## config.mk

```make
export PLATFORM = sky130hd
export DESIGN_NAME = scope_stream
export DESIGN_NICKNAME = d
export VERILOG_FILES = /design/src/rtl/scope_pkg.sv /design/src/rtl/scope_regs.sv /design/src/rtl/channel_demux.sv /design/src/rtl/sample_timebase.sv /design/src/rtl/capture_unit.sv /design/src/rtl/scope_stream.sv
export SDC_FILE = /design/constraint.sdc
export NUM_CORES = 1
export LEC_CHECK = 0
export ABC_CLOCK_PERIOD_IN_PS = 6300
export BUFFER_PORTS_ARGS = -buffer_cell sky130_fd_sc_hd__buf_2
export CAP_MARGIN = 10
export CORE_ASPECT_RATIO = 1.4
export CORE_MARGIN = 2
export CORE_UTILIZATION = 55
export DETAILED_ROUTE_END_ITERATION = 7
export PLACE_DENSITY = 0.73
export SKIP_CTS_REPAIR_TIMING = 1
export SYNTH_ARGS = -nofsm -noshare
export SYNTH_HDL_FRONTEND = slang
export SYNTH_SLANG_ARGS = --single-unit
```

## constraint.sdc

```tcl
create_clock -name clock -period 6.3 [get_ports clock]
set_clock_uncertainty 0.15 [all_clocks]
set_input_delay 1.26 -clock clock [delete_from_list [all_inputs] [get_ports clock]]
set_output_delay 1.26 -clock clock [all_outputs]
set_load 0.02 [all_outputs]
```

## src/rtl/scope_pkg.sv

```systemverilog
`default_nettype none

package scope_pkg;

    localparam int n_channels     = 6;
    localparam int sample_width   = 24;
    localparam int dest_width     = 8;
    localparam int offset_width   = 3;
    localparam int div_width      = 16;
    localparam int len_width      = 10;
    localparam int reg_addr_width = 3;

    // Register map of the flat configuration port
    localparam int reg_chan_sel    = 0;
    localparam int reg_window_base = 1;
    localparam int reg_timebase    = 2;
    localparam int reg_trig_chan   = 3;
    localparam int reg_trig_level  = 4;
    localparam int reg_capture_len = 5;
    localparam int reg_control     = 6;

    typedef logic [sample_width-1:0]   sample_t;
    typedef logic [dest_width-1:0]     dest_t;
    typedef logic [offset_width-1:0]   chan_offset_t;
    typedef logic [2:0]                chan_idx_t;
    typedef logic [div_width-1:0]      div_t;
    typedef logic [len_width-1:0]      cap_len_t;
    typedef logic [reg_addr_width-1:0] reg_addr_t;
    typedef logic [31:0]               reg_data_t;

    // Divider value after reset, giving one tick every 100 cycles
    localparam div_t div_reset = 16'd99;

    // One captured frame, channel 0 in the low bits
    typedef sample_t [n_channels-1:0] frame_t;

    typedef struct packed {
        chan_offset_t [n_channels-1:0] offsets;
        dest_t                         window_base;
        div_t                          divider;
        logic                          ext_timebase;
        chan_idx_t                     trig_chan;
        sample_t                       trig_level;
        cap_len_t                      capture_len;
    } scope_cfg_t;

    typedef enum logic [1:0] {
        idle      = 2'd0,
        armed     = 2'd1,
        capturing = 2'd2,
        done      = 2'd3
    } capture_state_t;

endpackage

`default_nettype wire

```

## src/rtl/scope_regs.sv

```systemverilog
`timescale 1ns/1ns
`default_nettype none

module scope_regs (
    input  wire                        clock,
    input  wire                        rst_n,
    input  wire scope_pkg::reg_addr_t  reg_addr,
    input  wire scope_pkg::reg_data_t  reg_wdata,
    input  wire                        reg_write,
    input  wire scope_pkg::capture_state_t state,
    output scope_pkg::reg_data_t       reg_rdata,
    output scope_pkg::scope_cfg_t      cfg,
    output logic                       arm
);

    // Configuration storage, one field per register
    always_ff @(posedge clock or negedge rst_n) begin
        if (!rst_n) begin
            cfg         <= '0;
            cfg.divider <= scope_pkg::div_reset;
        end else if (reg_write) begin
            case (reg_addr)
                scope_pkg::reg_chan_sel: begin
                    for (int i = 0; i < scope_pkg::n_channels; i++) begin
                        cfg.offsets[i] <= reg_wdata[4*i +: scope_pkg::offset_width];
                    end
                end
                scope_pkg::reg_window_base: begin
                    cfg.window_base <= reg_wdata[scope_pkg::dest_width-1:0];
                end
                scope_pkg::reg_timebase: begin
                    cfg.divider      <= reg_wdata[scope_pkg::div_width-1:0];
                    cfg.ext_timebase <= reg_wdata[16];
                end
                scope_pkg::reg_trig_chan: begin
                    cfg.trig_chan <= reg_wdata[2:0];
                end
                scope_pkg::reg_trig_level: begin
                    cfg.trig_level <= reg_wdata[scope_pkg::sample_width-1:0];
                end
                scope_pkg::reg_capture_len: begin
                    cfg.capture_len <= reg_wdata[scope_pkg::len_width-1:0];
                end
                default: begin
                end
            endcase
        end
    end

    // Arm is a single cycle strobe from a control write with bit 0 set
    always_ff @(posedge clock or negedge rst_n) begin
        if (!rst_n) begin
            arm <= 1'b0;
        end else begin
            arm <= reg_write && (reg_addr == scope_pkg::reg_addr_t'(scope_pkg::reg_control))
                   && reg_wdata[0];
        end
    end

    // Read words keep the unused bits at zero
    always_comb begin
        reg_rdata = '0;
        case (reg_addr)
            scope_pkg::reg_chan_sel: begin
                for (int i = 0; i < scope_pkg::n_channels; i++) begin
                    reg_rdata[4*i +: scope_pkg::offset_width] = cfg.offsets[i];
                end
            end
            scope_pkg::reg_window_base: reg_rdata[scope_pkg::dest_width-1:0] = cfg.window_base;
            scope_pkg::reg_timebase: begin
                reg_rdata[scope_pkg::div_width-1:0] = cfg.divider;
                reg_rdata[16]                       = cfg.ext_timebase;
            end
            scope_pkg::reg_trig_chan:   reg_rdata[2:0] = cfg.trig_chan;
            scope_pkg::reg_trig_level:  reg_rdata[scope_pkg::sample_width-1:0] = cfg.trig_level;
            scope_pkg::reg_capture_len: reg_rdata[scope_pkg::len_width-1:0] = cfg.capture_len;
            scope_pkg::reg_control:     reg_rdata[1:0] = state;
            default: begin
            end
        endcase
    end

endmodule

`default_nettype wire

```

## src/rtl/channel_demux.sv

```systemverilog
`timescale 1ns/1ns
`default_nettype none

module channel_demux (
    input  wire                         clock,
    input  wire                         rst_n,
    input  wire scope_pkg::scope_cfg_t  cfg,
    input  wire                         in_valid,
    input  wire scope_pkg::dest_t       in_dest,
    input  wire scope_pkg::sample_t     in_data,
    output scope_pkg::frame_t           held
);

    scope_pkg::dest_t sel_dest [scope_pkg::n_channels];

    // The sum is truncated to the tag width, so a base near 255 wraps to low tags
    always_ff @(posedge clock or negedge rst_n) begin
        if (!rst_n) begin
            for (int i = 0; i < scope_pkg::n_channels; i++) begin
                sel_dest[i] <= '0;
            end
        end else begin
            for (int i = 0; i < scope_pkg::n_channels; i++) begin
                sel_dest[i] <= cfg.window_base + scope_pkg::dest_t'(cfg.offsets[i]);
            end
        end
    end

    // Several channels may select the same tag and then all update together
    always_ff @(posedge clock or negedge rst_n) begin
        if (!rst_n) begin
            held <= '0;
        end else if (in_valid) begin
            for (int i = 0; i < scope_pkg::n_channels; i++) begin
                if (in_dest == sel_dest[i]) begin
                    held[i] <= in_data;
                end
            end
        end
    end

endmodule

`default_nettype wire

```

## src/rtl/sample_timebase.sv

```systemverilog
`timescale 1ns/1ns
`default_nettype none

module sample_timebase (
    input  wire                        clock,
    input  wire                        rst_n,
    input  wire scope_pkg::scope_cfg_t cfg,
    input  wire                        sampling_clock,
    output logic                       tick
);

    scope_pkg::div_t count;
    scope_pkg::div_t div_q;
    logic            ext_q;
    logic            restart;
    logic [1:0]      sync;
    logic            sync_prev;
    logic            ext_edge;

    // Any change of divider or mode starts a fresh period
    assign restart  = (cfg.divider != div_q) || (cfg.ext_timebase != ext_q);
    assign ext_edge = sync[1] && !sync_prev;

    always_ff @(posedge clock or negedge rst_n) begin
        if (!rst_n) begin
            count     <= '0;
            div_q     <= '0;
            ext_q     <= 1'b0;
            sync      <= '0;
            sync_prev <= 1'b0;
            tick      <= 1'b0;
        end else begin
            div_q     <= cfg.divider;
            ext_q     <= cfg.ext_timebase;
            // sampling_clock is asynchronous to clock
            sync      <= {sync[0], sampling_clock};
            sync_prev <= sync[1];
            if (restart || (count == cfg.divider)) begin
                count <= '0;
            end else begin
                count <= count + 1'b1;
            end
            if (cfg.ext_timebase) begin
                tick <= ext_edge;
            end else begin
                tick <= !restart && (count == cfg.divider);
            end
        end
    end

endmodule

`default_nettype wire

```

## src/rtl/capture_unit.sv

```systemverilog
`timescale 1ns/1ns
`default_nettype none

module capture_unit (
    input  wire                          clock,
    input  wire                          rst_n,
    input  wire scope_pkg::scope_cfg_t   cfg,
    input  wire scope_pkg::frame_t       held,
    input  wire                          tick,
    input  wire                          arm,
    input  wire                          dma_done,
    output scope_pkg::capture_state_t    state,
    output logic                         frame_valid,
    output logic                         frame_last,
    output logic                         trigger,
    output logic                         done,
    output scope_pkg::frame_t            frame_data
);

    scope_pkg::sample_t  cur_val;
    scope_pkg::sample_t  prev_val;
    logic                prev_ok;
    logic                crossing;
    scope_pkg::cap_len_t count;
    scope_pkg::cap_len_t next_count;
    scope_pkg::cap_len_t len_eff;

    // Channel numbers past the last channel watch a constant zero
    assign cur_val = (cfg.trig_chan < scope_pkg::chan_idx_t'(scope_pkg::n_channels)) ?
                     held[cfg.trig_chan] : '0;

    assign crossing   = prev_ok && (prev_val <= cfg.trig_level) && (cur_val > cfg.trig_level);
    assign len_eff    = (cfg.capture_len == '0) ? scope_pkg::cap_len_t'(1) : cfg.capture_len;
    assign next_count = count + 1'b1;
    assign done       = (state == scope_pkg::done);

    // Frame payload and the previous trigger sample follow every tick
    always_ff @(posedge clock) begin
        if (tick) begin
            frame_data <= held;
            prev_val   <= cur_val;
        end
    end

    always_ff @(posedge clock or negedge rst_n) begin
        if (!rst_n) begin
            state       <= scope_pkg::idle;
            prev_ok     <= 1'b0;
            count       <= '0;
            frame_valid <= 1'b0;
            frame_last  <= 1'b0;
            trigger     <= 1'b0;
        end else begin
            frame_valid <= 1'b0;
            frame_last  <= 1'b0;
            trigger     <= 1'b0;
            case (state)
                scope_pkg::idle: begin
                    if (arm) begin
                        state   <= scope_pkg::armed;
                        prev_ok <= 1'b0;
                    end
                end
                scope_pkg::armed: begin
                    if (tick) begin
                        // The first tick after arming only fills prev_val
                        prev_ok <= 1'b1;
                        if (crossing) begin
                            frame_valid <= 1'b1;
                            trigger     <= 1'b1;
                            count       <= scope_pkg::cap_len_t'(1);
                            if (len_eff == scope_pkg::cap_len_t'(1)) begin
                                frame_last <= 1'b1;
                                state      <= scope_pkg::done;
                            end else begin
                                state <= scope_pkg::capturing;
                            end
                        end
                    end
                end
                scope_pkg::capturing: begin
                    if (tick) begin
                        frame_valid <= 1'b1;
                        count       <= next_count;
                        if (next_count == len_eff) begin
                            frame_last <= 1'b1;
                            state      <= scope_pkg::done;
                        end
                    end
                end
                scope_pkg::done: begin
                    // Stay here until the DMA side has taken the frames
                    if (arm || dma_done) begin
                        state   <= scope_pkg::armed;
                        prev_ok <= 1'b0;
                    end
                end
                default: state <= scope_pkg::idle;
            endcase
        end
    end

endmodule

`default_nettype wire

```

## src/rtl/scope_stream.sv

```systemverilog
`timescale 1ns/1ns
`default_nettype none

module scope_stream (
    input  wire                         clock,
    input  wire                         rst_n,
    input  wire                         sampling_clock,
    input  wire                         dma_done,
    input  wire                         in_valid,
    input  wire scope_pkg::dest_t       in_dest,
    input  wire scope_pkg::sample_t     in_data,
    input  wire scope_pkg::reg_addr_t   reg_addr,
    input  wire scope_pkg::reg_data_t   reg_wdata,
    input  wire                         reg_write,
    output scope_pkg::reg_data_t        reg_rdata,
    output logic                        frame_valid,
    output scope_pkg::frame_t           frame_data,
    output logic                        frame_last,
    output logic                        trigger,
    output logic                        done
);

    scope_pkg::scope_cfg_t     cfg;
    scope_pkg::capture_state_t state;
    scope_pkg::frame_t         held;
    logic                      arm;
    logic                      tick;

    scope_regs i_regs (
        .clock     (clock),
        .rst_n     (rst_n),
        .reg_addr  (reg_addr),
        .reg_wdata (reg_wdata),
        .reg_write (reg_write),
        .state     (state),
        .reg_rdata (reg_rdata),
        .cfg       (cfg),
        .arm       (arm)
    );

    channel_demux i_demux (
        .clock    (clock),
        .rst_n    (rst_n),
        .cfg      (cfg),
        .in_valid (in_valid),
        .in_dest  (in_dest),
        .in_data  (in_data),
        .held     (held)
    );

    sample_timebase i_timebase (
        .clock          (clock),
        .rst_n          (rst_n),
        .cfg            (cfg),
        .sampling_clock (sampling_clock),
        .tick           (tick)
    );

    // Frames leave one cycle after the tick that sampled them
    capture_unit i_capture (
        .clock       (clock),
        .rst_n       (rst_n),
        .cfg         (cfg),
        .held        (held),
        .tick        (tick),
        .arm         (arm),
        .dma_done    (dma_done),
        .state       (state),
        .frame_valid (frame_valid),
        .frame_last  (frame_last),
        .trigger     (trigger),
        .done        (done),
        .frame_data  (frame_data)
    );

endmodule

`default_nettype wire

```

-- After elaboration in Yosys (flattened, before gate mapping)
Cells that the tools add are included.
- logic and storage cells: 161
- register bits: 494
- input bits: 73
- reduce and logical (&&, ||, !) cells: 31
- add/subtract/negate cells: 8
- $lt $le $gt $ge: 4
- mux-type cells: 48
- equal/unequal tests: 26
- operators with widths (cell ; count):
    binary-select mux 24 bit (select 3 bit) ; 1
    adder 8 x 3 -> 8 bit ; 6
    == test 8 bit ; 6
    2-to-1 mux 24 bit ; 2
    2-to-1 mux 10 bit ; 4
    > comparator 24 bit ; 1
    <= comparator 24 bit ; 1
    AND reduction 2 bit ; 12
    one-hot mux 10 bit (2 select lines) ; 1
    adder 16 x 1 -> 16 bit, second input constant ; 1
    == test 16 bit ; 1
    2-to-1 mux 1 bit ; 16
    2-to-1 mux 16 bit ; 1
    inequality test 16 bit ; 1
    one-hot mux 2 bit (4 select lines) ; 2
    one-hot mux 3 bit (5 select lines) ; 1
    one-hot mux 2 bit (7 select lines) ; 1
    2-to-1 mux 2 bit ; 6
    adder 10 x 1 -> 10 bit, second input constant ; 1
    == test 10 x 1 -> 1 bit, second input constant ; 1
    == test 10 bit ; 1
    zero test 10 bit ; 1
    == test 3 bit, second input constant ; 3
    one-hot mux 1 bit (3 select lines) ; 3
    other kinds (24) ; 43

-- Longest topological paths before layout
Gate-level depths: netlist (run 1).
- depth after elaboration: 8
- depth in mapped cells: 15
- depth with buffers taken out: 12

-- By module
From an unflattened synthesis (run 1), not the netlist that was laid out.
- cell total of the unflattened synthesis: 1556
- area, all modules: 22301.4 um2
- by module, submodules not included (module ; instances ; seq. area each (um2) ; area an instance (um2) ; cells an instance):
    capture_unit ; 1 ; 5445.2 ; 8498.2 ; 573
    channel_demux ; 1 ; 4804.6 ; 8225.4 ; 554
    scope_regs ; 1 ; 2031.9 ; 3885.0 ; 289
    sample_timebase ; 1 ; 925.9 ; 1692.9 ; 140

-- Least setup slack after synthesis (run 1)
Ideal clock, no wire load.
- path type: register to register
- start: register i_timebase.tick
- end: register i_capture.count[5]
- stages on the path, launching flop included: 6
- arrival: 5.450 ns
- clock period less this slack: 5.721 ns
- buffers on the path: 1
- setup slack: 0.579 ns
- cells stage by stage: dfrtp_1 > nand2_1 > o22ai_1 > buf_2 > nand2_1 > a22o_1
- word-level cells in the longest chain between the ends: 2
- ends and longest elaborated chain (what ; line ; text):
    start, declared ; sample_timebase.sv:9 ; output logic tick
    start signal, assigned ; sample_timebase.sv:44 ; tick <= ext_edge;
    start signal, assigned ; sample_timebase.sv:46 ; tick <= !restart && (count == cfg.divider);
    inequality test 2 bit (no source line) ; - ;
    AND reduction 4 bit (no source line) (*) ; - ;
    end signal, assigned ; capture_unit.sv:71 ; count <= scope_pkg::cap_len_t'(1);
    end signal, assigned ; capture_unit.sv:84 ; count <= next_count;
    end, declared ; capture_unit.sv:24 ; scope_pkg::cap_len_t count;
Every way passes the cells marked *; elsewhere a longest branch is shown, timed or not.
A chain may end at the register's enable or synchronous reset.

-- Final worst setup path (run 1)
- start: input reg_addr[2]
- end: output reg_rdata[9]
- word-level cells in the longest chain between the ends: 2
- ends and longest elaborated chain (what ; line ; text):
    start, declared ; scope_stream.sv:12 ; input wire scope_pkg::reg_addr_t reg_addr,
    == test 3 bit (tied with other cells) ; scope_regs.sv:63 ; case (reg_addr)
    one-hot mux 2 bit (4 select lines) (*) ; scope_regs.sv:63 ;
    end, declared ; scope_stream.sv:15 ; output scope_pkg::reg_data_t reg_rdata,
Marks and branches as above.

==> flow_summary.toml, run 1 <==
[global_routing]
track_usage_pct = 26.27
grt-ovfl-total = 0
grt_pass1_wl_um = 81800
antenna_found_initial = 3
grt_max_degree = 139
grt_pass1_vias = 14534

[clock_network]
cts_max_level = 2
cts_buffers = 47
worstSkewPairLatency_ps = 560
path_clk_slew_ps = 70
cts_tree = "done"
cts_sinks = 494
clockBufferDepth = 3
cts_root_buf = "clkbuf_16"

[synthesis]
synth_compound_area_share_pct = 5.019
ys_types = 63
synth_seq_cells = 494
synth-xor-area-share_pct = 5.702
synth-edff-count = 168
async_reset_ff_share_pct = 65.99
syn-mean-instance-area_sq_um = 13.65
synthCells = 1598
synth_simple_gate_area_share_pct = 6.602
ys_seq_area_share_pct = 60.55
synthFlopType = "dfrtp_1"
syn_area_sq_um = 21810
synthAdderAreaFrac_pct = 4.738
synthMuxAreaShare_pct = 14.81
ys_warn_count = 0
synth_top_family_by_area = "multiplexers"

[worst_setup_path]
arrival_ps = 3440
crit_start = "reg_addr[2]"
reg2regPathDepth = 13
reg2reg_slack_ps = 1610
r2r_start = "i_regs.cfg[34]"
r2r_end = "i_capture.count[4]"
endpoint_kind = "primary output"
path_class = "in -> out"
worstPathRequired_ps = 4890
cp_max_fo = 36
endpoint = "reg_rdata[9]"
worst_setup_path_start_kind = "input port"

[power_and_ir_drop]
p_leak_uw = 0.01114
p_total_uw = 9518
vdd_drop_max_v = 0.0002659
p_comb_share_pct = 21.4
pwr_density_cell_nw_per_um2 = 378.1
power_frac_seq_pct = 48.3
clkPwrFrac_pct = 30.3
internal_power_uw = 6644
switching_share_pct = 30.19
p_switching_uw = 2873

[final_layout]
final_layout_size_suffix_gt1_share_pct = 31.02
final_nets = 1986
nFillCells = 2957
syn_to_final_growth_pct = 15.40
final_cell_mix = "320 x dfrtp_1, 235 x buf_2, 200 x mux2_2, 168 x edfxtp_1, 94 x nand2_1"
final_common_cell = "dfrtp_1"

[route]
final_antenna_net_count = 0
drc = 0
wl_per_cell_um = 22.04
route.met3.wl_um = 3669
dr.pass1.iters = 5
drt-met1-wl_um = 19810
drt_iter0_drc = 845
wl_met2_um = 27750
routed.top_layer = "met5"
vias = 13647
viasPerCell = 5.679
wirelength_um = 52950

[floorplanning]
die_width_um = 172.3
row_count = 86
dieHeight_um = 239.6
ios = 253
core-area_sq_um = 39280
start_util_pct = 55.54
dieArea_sq_um = 41290

[timing]
fmax_ghz = 0.2062
rsz0062_at_grt = "false"
tightest_slew_ps = 1106
worst_slew_margin_rel_pct = 26.17
period_needed_ps = 4849
post-route-period-util_pct = 76.97
tns_ps = 0
drv_slew = 0
final_hold_viol_count = 0
setup_viol = 0

[place]
place_hpwl_um = 37240
io_buffers = 236
gp_congestion = 0.8876

[hold_path]
hold_path.class = "reg -> reg"
min-delay-start = "i_timebase.sync[0]"

[status]
status = "finished clean"

[flow_run]
drv_cap = 0
==> cells in the mapped netlist, types with 14 or more instances <==
cell      count  area share [%]
mux2_2      200              10
buf_2        16            0.37
o21ai_0      82             1.9
edfxtp_1    168              23
a21oi_1      47             1.1
nor2_1       81             1.4
ha_1         73             4.2
buf_1        14            0.24
mux4_2       25             2.6
nand2_1      94             1.6
nand4_1      17            0.49
xnor2_1      55             2.2
xor2_1       87             3.5
clkbuf_1     36            0.62
dfrtp_1     322              37
mux2i_1      40             1.8
inv_1        57            0.98
nand3_1      31            0.71
==> critical path, cell delays in order <==
cell and delay [ps]:
buf_2 580, nor2b_1 830, a22oi_1 320, o22ai_1 220
buf_2 200
==> routing by layer <==
layer  vias up  track usage, %
met5         -               0
met4         2           8.964
met3       112           6.725
met2       387           46.28
met1      6978           31.14
li1       6168               -
==> cell type report <==
type / instances / area, sq um / area share (%)
Timing Repair Buffer: 256 / 1354 / 5.378
Sequential cell: 494 / 13220 / 52.50
Clock inverter: 27 / 270.3 / 1.074
Clock buffer: 61 / 1320 / 5.244
Antenna cell: 2 / 5.005 / 0.01988
Tap cell: 528 / 660.6 / 2.625
Multi-Input combinational cell: 978 / 8133 / 32.31
Inverter: 57 / 214.0 / 0.8500
==> worst min-delay path by stage <==
| stage | to | slack, ps | depth (start not counted) |
|---|---|---|---|
| 5_1_grt | i_timebase.sync[1] | 220 | 0 |
| 4_1_cts | i_timebase.sync[1] | 210 | 0 |
| 3_3_place_gp | i_timebase.sync[1] | 180 | 0 |
| 3_5_place_dp | i_timebase.sync[1] | 190 | 0 |
| 6_report | i_timebase.sync[1] | 200 | 0 |
| 2_1_floorplan | i_timebase.sync[1] | 180 | 0 |
==> power by group through the flow <==
stage          combinational (uW)  clock [uW]  sequential [uW]
2_1_floorplan                1430           0             4520
3_3_place_gp                 1970           0             4620
3_5_place_dp                 2040           0             4660
4_1_cts                      2050        2930             4600
5_1_grt                      2250        3050             4670
6_report                     2040        2890             4590
==> kinds of logic after synthesis <==
| group | Yosys count |
|---|---|
| XOR/XNOR | 142 |
| buffers and inverters | 133 |
| AND/OR/NAND/NOR | 298 |
| AO/OA/AOI/OAI | 185 |
| multiplexers | 266 |
| other | 1 |
| adder cells (fa/ha/maj) | 79 |
| flip-flops | 494 |
==> per-stage QoR <==
| step | cells | area [sq um] | utilization (%) | hold WS (ps) | setup WS [ps] |
|---|---|---|---|---|---|
| 2_1_floorplan | 1605 | 21840 | - | 181.2 | 579.5 |
| 3_3_place_gp | 2312 | 23570 | 60.01 | 183.6 | 1565 |
| 3_5_place_dp | 2312 | 23570 | 60.01 | 193.2 | 1535 |
| 4_1_cts | 2400 | 25160 | 64.06 | 206.1 | 1563 |
| 5_1_grt | 2403 | 25170 | 64.09 | 215.2 | 1334 |
| 6_report | 2403 | 25170 | 64.09 | 198.8 | 1451 |
==> flip-flops by register name (all words and copies together) (netlist names) <==
| name | count |
|---|---|
| i_capture.count | 10 |
| i_timebase.div_q | 16 |
| i_demux.held | 144 |
| i_capture.frame_last | 1 |
| i_capture.frame_data | 144 |
| i_timebase.sync | 2 |
| i_regs.arm | 1 |
| i_timebase.ext_q | 1 |
| i_regs.cfg | 80 |
| i_capture.prev_val | 24 |
| i_capture.frame_valid | 1 |
| i_capture.trigger | 1 |
| i_demux.sel_dest | 48 |
| i_capture.state | 2 |
| i_timebase.count | 16 |
| i_timebase.tick | 1 |
| i_timebase.sync_prev | 1 |
| i_capture.prev_ok | 1 |
Note: power is estimated with default switching activity, not from simulation.
==> inputs of run 2 (changes only) <==
--- a/config.mk
+++ b/config.mk
@@ -5,12 +5,12 @@
 export SDC_FILE = /design/constraint.sdc
 export NUM_CORES = 1
 export LEC_CHECK = 0
-export ABC_CLOCK_PERIOD_IN_PS = 6300
+export ABC_CLOCK_PERIOD_IN_PS = 4380
 export BUFFER_PORTS_ARGS = -buffer_cell sky130_fd_sc_hd__buf_2
 export CAP_MARGIN = 10
 export CORE_ASPECT_RATIO = 1.4
 export CORE_MARGIN = 2
-export CORE_UTILIZATION = 55
+export CORE_UTILIZATION = 53
 export DETAILED_ROUTE_END_ITERATION = 7
 export PLACE_DENSITY = 0.73
 export SKIP_CTS_REPAIR_TIMING = 1
==> constraint.sdc (replaced) <==
create_clock -name clock -period 4.38 [get_ports clock]
set_clock_uncertainty 0.15 [all_clocks]
set_input_delay 0.876 -clock clock [delete_from_list [all_inputs] [get_ports clock]]
set_output_delay 0.876 -clock clock [all_outputs]
set_load 0.02 [all_outputs]
==> flow_summary.toml, run 2 (same netlist as run 1, synthesis figures left out) <==
[route]
final_antenna_net_count = 0
drc = 0
vias = 13736
route.met3.wl_um = 2906
drt_iter0_drc = 787
drt-met1-wl_um = 20460
wirelength_um = 53980
dr.pass1.iters = 4
routed.top_layer = "met5"
wl_per_cell_um = 22.34
wl_met2_um = 28640
viasPerCell = 5.685

[floorplanning]
die_width_um = 175.5
row_count = 87
start_util_pct = 53.87
dieArea_sq_um = 42820
core-area_sq_um = 40490
dieHeight_um = 244.0
ios = 253

[global_routing]
track_usage_pct = 25.51
grt_pass1_wl_um = 83230
grt_max_degree = 170
grt_pass1_vias = 14507
antenna_found_initial = 2
grt-ovfl-total = 0

[timing]
tns_ps = 0
worst_slew_margin_rel_pct = 31.30
drv_slew = 0
fmax_ghz = 0.2466
post-route-period-util_pct = 92.59
setup_viol = 0
final_hold_viol_count = 0
tightest_slew_ps = 1030
rsz0062_at_grt = "false"
period_needed_ps = 4055

[worst_setup_path]
cp_max_fo = 18
worst_setup_path_start_kind = "register"
arrival_ps = 4410
endpoint_kind = "register"
worstPathRequired_ps = 4740
worstPathCellList = "buf_12 > mux4_2 > nand2_1 > o21ai_0 > ha_1 > nand4_1 > nor4_2 > o31a_1 > o221ai_2 > buf_4 > a211oi_4 > a41o_1"
reg2reg_slack_ps = 320
path_class = "reg -> reg"
cpPeakStageDelay_ps = 630
critPathSlowestCell = "dfrtp_4"

[final_layout]
final_cell_mix = "320 x dfrtp_1, 235 x buf_2, 200 x mux2_2, 168 x edfxtp_1, 94 x nand2_1"
final_nets = 1994
final_layout_size_suffix_gt1_share_pct = 31.31
top_regs = "i_capture.frame_data (144), i_demux.held (144), i_regs.cfg (80)"
postLayoutCellArea_sq_um = 25340
final_common_cell = "dfrtp_1"
syn_to_final_growth_pct = 16.16

[clock_network]
cts_sinks = 494
worstSkewPairLatency_ps = 580
path_clk_slew_ps = 60
cts_buffers = 47
cts_root_buf = "clkbuf_16"
clockBufferDepth = 3
cts_max_level = 2
cts_tree = "done"

[power_and_ir_drop]
power_frac_seq_pct = 47.6
clkPwrFrac_pct = 30.6
internal_power_uw = 9647
p_leak_uw = 0.01122
p_switching_uw = 4192
p_comb_share_pct = 21.9
pwr_density_cell_nw_per_um2 = 546.2
switching_share_pct = 30.29
vdd_drop_max_v = 0.0003378

[place]
gp_congestion = 0.8979
place_hpwl_um = 37570
io_buffers = 236
place_area_sq_um = 23690

[flow_run]
drv_cap = 0

[hold_path]
hold_path.class = "in -> async"

[status]
status = "finished clean"
run 2: critical path, delay by kind of cell (launching register included):
family | cells | cell delay, ps
flip-flops | 1 | 630
buffers and inverters | 2 | 460
multiplexers | 1 | 520
AND/OR/NAND/NOR | 3 | 640
AO/OA/AOI/OAI | 5 | 1220
adder cells (fa/ha/maj) | 1 | 360
run 2: worst paths after layout:
| path | start | endpoint | cells after the start |
|---|---|---|---|
| worst max-delay path | i_regs.cfg[34] | i_capture.count[7] | 12 |
| worst min-delay path | rst_n | i_demux.sel_dest[29] | 1 |
| worst max register to register | i_regs.cfg[34] | i_capture.count[7] | 12 |
| worst min register to register | i_timebase.sync[0] | i_timebase.sync[1] | 0 |
| max in group asynchronous | rst_n | i_demux.held[16] | 2 |
| min in group clock | i_timebase.sync[0] | i_timebase.sync[1] | 0 |
run 2: power by group through the flow:
stage	registers, uW	logic [uW]	clock network (uW)
2_1_floorplan	6490	2060	0
3_3_place_gp	6610	2910	0
4_1_cts	6590	3040	4290
5_1_grt	6690	3340	4470
3_5_place_dp	6660	3020	0
6_report	6580	3020	4230
run 2: cell type report:
cell class | instances | area (sq um)
antenna | 1 | 2.502
timing repair buffer | 264 | 1464
clock inverter | 22 | 257.7
sequential | 494 | 13220
multi-input combinational | 978 | 8147
tap | 534 | 668.1
clock buffer | 66 | 1370
inverter | 57 | 214.0
fill | 3092 | 15160
run 2: per-layer routing:
metal | vias to the layer above | track usage, %
met2 | 376 | 45.47
met5 | - | 0
met3 | 118 | 4.711
li1 | 6185 | -
met4 | 2 | 9.723
met1 | 7055 | 30.66
run 2: through the flow:
step | setup WS (ps) | hold WS [ps] | cells | util, % | total power (uW)
final | 324.5 | 115.2 | 2416 | 62.57 | 13840
after global routing | 74.39 | 149.1 | 2416 | 62.57 | 14490
after CTS | 151.0 | 126.9 | 2415 | 62.53 | 13920
after detailed placement | 225.2 | 187.2 | 2327 | 58.51 | 9674
after global placement | 203.1 | 185.3 | 2327 | 58.51 | 9520
after floorplan | 484.8 | 181.2 | 1605 | - | 8552
==> inputs of run 3 (changes only) <==
--- a/config.mk
+++ b/config.mk
@@ -6,13 +6,13 @@
 export NUM_CORES = 1
 export LEC_CHECK = 0
 export ABC_CLOCK_PERIOD_IN_PS = 4380
-export BUFFER_PORTS_ARGS = -buffer_cell sky130_fd_sc_hd__buf_2
 export CAP_MARGIN = 10
 export CORE_ASPECT_RATIO = 1.4
 export CORE_MARGIN = 2
-export CORE_UTILIZATION = 53
+export CORE_UTILIZATION = 55
 export DETAILED_ROUTE_END_ITERATION = 7
-export PLACE_DENSITY = 0.73
+export DONT_BUFFER_PORTS = 1
+export PLACE_DENSITY = 0.7
 export SKIP_CTS_REPAIR_TIMING = 1
 export SYNTH_ARGS = -nofsm -noshare
 export SYNTH_HDL_FRONTEND = slang
==> flow_summary.toml, run 3 (same netlist as run 1, synthesis figures left out) <==
[clock_network]
cts_buffers = 47
cts_tree = "done"
cts_root_buf = "clkbuf_16"
worstSkewPairLatency_ps = 570
cts_sinks = 494
cts_max_level = 2
clockBufferDepth = 3
path_clk_slew_ps = 70

[worst_setup_path]
cp_max_fo = 12
reg2reg_slack_ps = 280
worstPathRequired_ps = 4690
worst_setup_path_start_kind = "register"
endpoint_kind = "register"
arrival_ps = 4410
path_class = "reg -> reg"

[global_routing]
grt_pass1_wl_um = 78590
grt-ovfl-total = 0
track_usage_pct = 25.58
antenna_found_initial = 0
grt_max_degree = 327
grt_pass1_vias = 13221

[place]
gp_congestion = 0.8751
place_hpwl_um = 35830
io_buffers = 0

[hold_path]
hold_path.class = "in -> async"

[route]
wl_per_cell_um = 23.95
vias = 12614
final_antenna_net_count = 0
drt_iter0_drc = 630
wirelength_um = 52090
viasPerCell = 5.800
drc = 0
dr.pass1.iters = 7

[power_and_ir_drop]
pwr_density_cell_nw_per_um2 = 558.4
vdd_drop_max_v = 0.0003522
p_leak_uw = 0.01021

[final_layout]
top_regs = "i_capture.frame_data (144), i_demux.held (144), i_regs.cfg (80)"
final_layout_size_suffix_gt1_share_pct = 21.25
utilization_pct = 61.20
final_cell_mix = "320 x dfrtp_1, 200 x mux2_2, 168 x edfxtp_1, 94 x nand2_1, 87 x xor2_1"
final_common_cell = "dfrtp_1"
syn_to_final_growth_pct = 10.19
antennaDiodeCount = 0
final_nets = 1761

[timing]
rsz0062_at_grt = "false"
tightest_slew_ps = 1396
worst_slew_margin_rel_pct = 6.918
hold_slack_ps = -139.3
final_hold_viol_count = 133
drv_slew = 0
tns_ps = 0
period_needed_ps = 4095
fmax_ghz = 0.2442
setup_viol = 0
post-route-period-util_pct = 93.50

[flow_run]
drv_cap = 0

[floorplanning]
core-area_sq_um = 39280
start_util_pct = 55.54
row_count = 86
die_width_um = 172.3
dieHeight_um = 239.6
ios = 253
dieArea_sq_um = 41290

[status]
failed_checks = "negative hold slack"
status = "finished, violations left"
run 3: layout make-up:
cell class,instances,area (sq um)
multi-input cells,978,8152
fillers,3004,15240
flip-flops and latches,494,13220
repair buffers,31,245.2
inverters,57,214.0
clock buffers,77,1460
well taps,528,660.6
clock inverters,10,88.84
run 3: final timing paths:
kind | cells past startpoint | endpoint | from
setup / recovery | 13 | i_capture.count[4] | i_regs.cfg[34]
setup reg to reg | 13 | i_capture.count[4] | i_regs.cfg[34]
max in group asynchronous | 0 | i_regs.cfg[34] | rst_n
min in group clock | 0 | i_timebase.sync[0] | sampling_clock
hold / removal | 0 | i_demux.sel_dest[7] | rst_n
hold reg to reg | 0 | i_timebase.sync[1] | i_timebase.sync[0]
run 3: through the flow:
| stage | instances | cell area [sq um] | setup WS [ps] | total power (uW) |
|---|---|---|---|---|
| 2_1_floorplan | 1605 | 21840 | 484.8 | 8552 |
| 3_3_place_gp | 2084 | 22440 | 162.4 | 9311 |
| 3_5_place_dp | 2084 | 22440 | 95.54 | 9440 |
| 4_1_cts | 2171 | 23990 | 5.582 | 13500 |
| 5_1_grt | 2175 | 24040 | 82.94 | 14060 |
| 6_report | 2175 | 24040 | 284.7 | 13420 |
run 3: critical path: stages (launching register included):
cell and delay, ps:
dfrtp_4 580, buf_4 230, mux4_2 520, nand2_1 70, o21ai_0 160, ha_1 380
nand4_1 220, nor4_2 370, o31a_1 210, o221ai_2 170, o22ai_1 350, buf_4 220
o21ai_0 100, a22o_1 240
run 3: power by group:
group / internal [uW] / leakage (uW) / switching (uW)
clock: 2300 / 0.000767 / 1760
combinational: 1300 / 0.00364 / 1340
sequential: 5830 / 0.00580 / 895
total: 9430 / 0.0102 / 4000
run 3: per-layer routing:
metal  global-route usage, %  part of all wire [%]  vias up
met3                   6.874                   7.3       99
li1                        -                     -     5721
met5                       0                     0        -
met2                   43.76                    51      363
met4                   10.95                   4.3        0
met1                   30.33                    37     6431
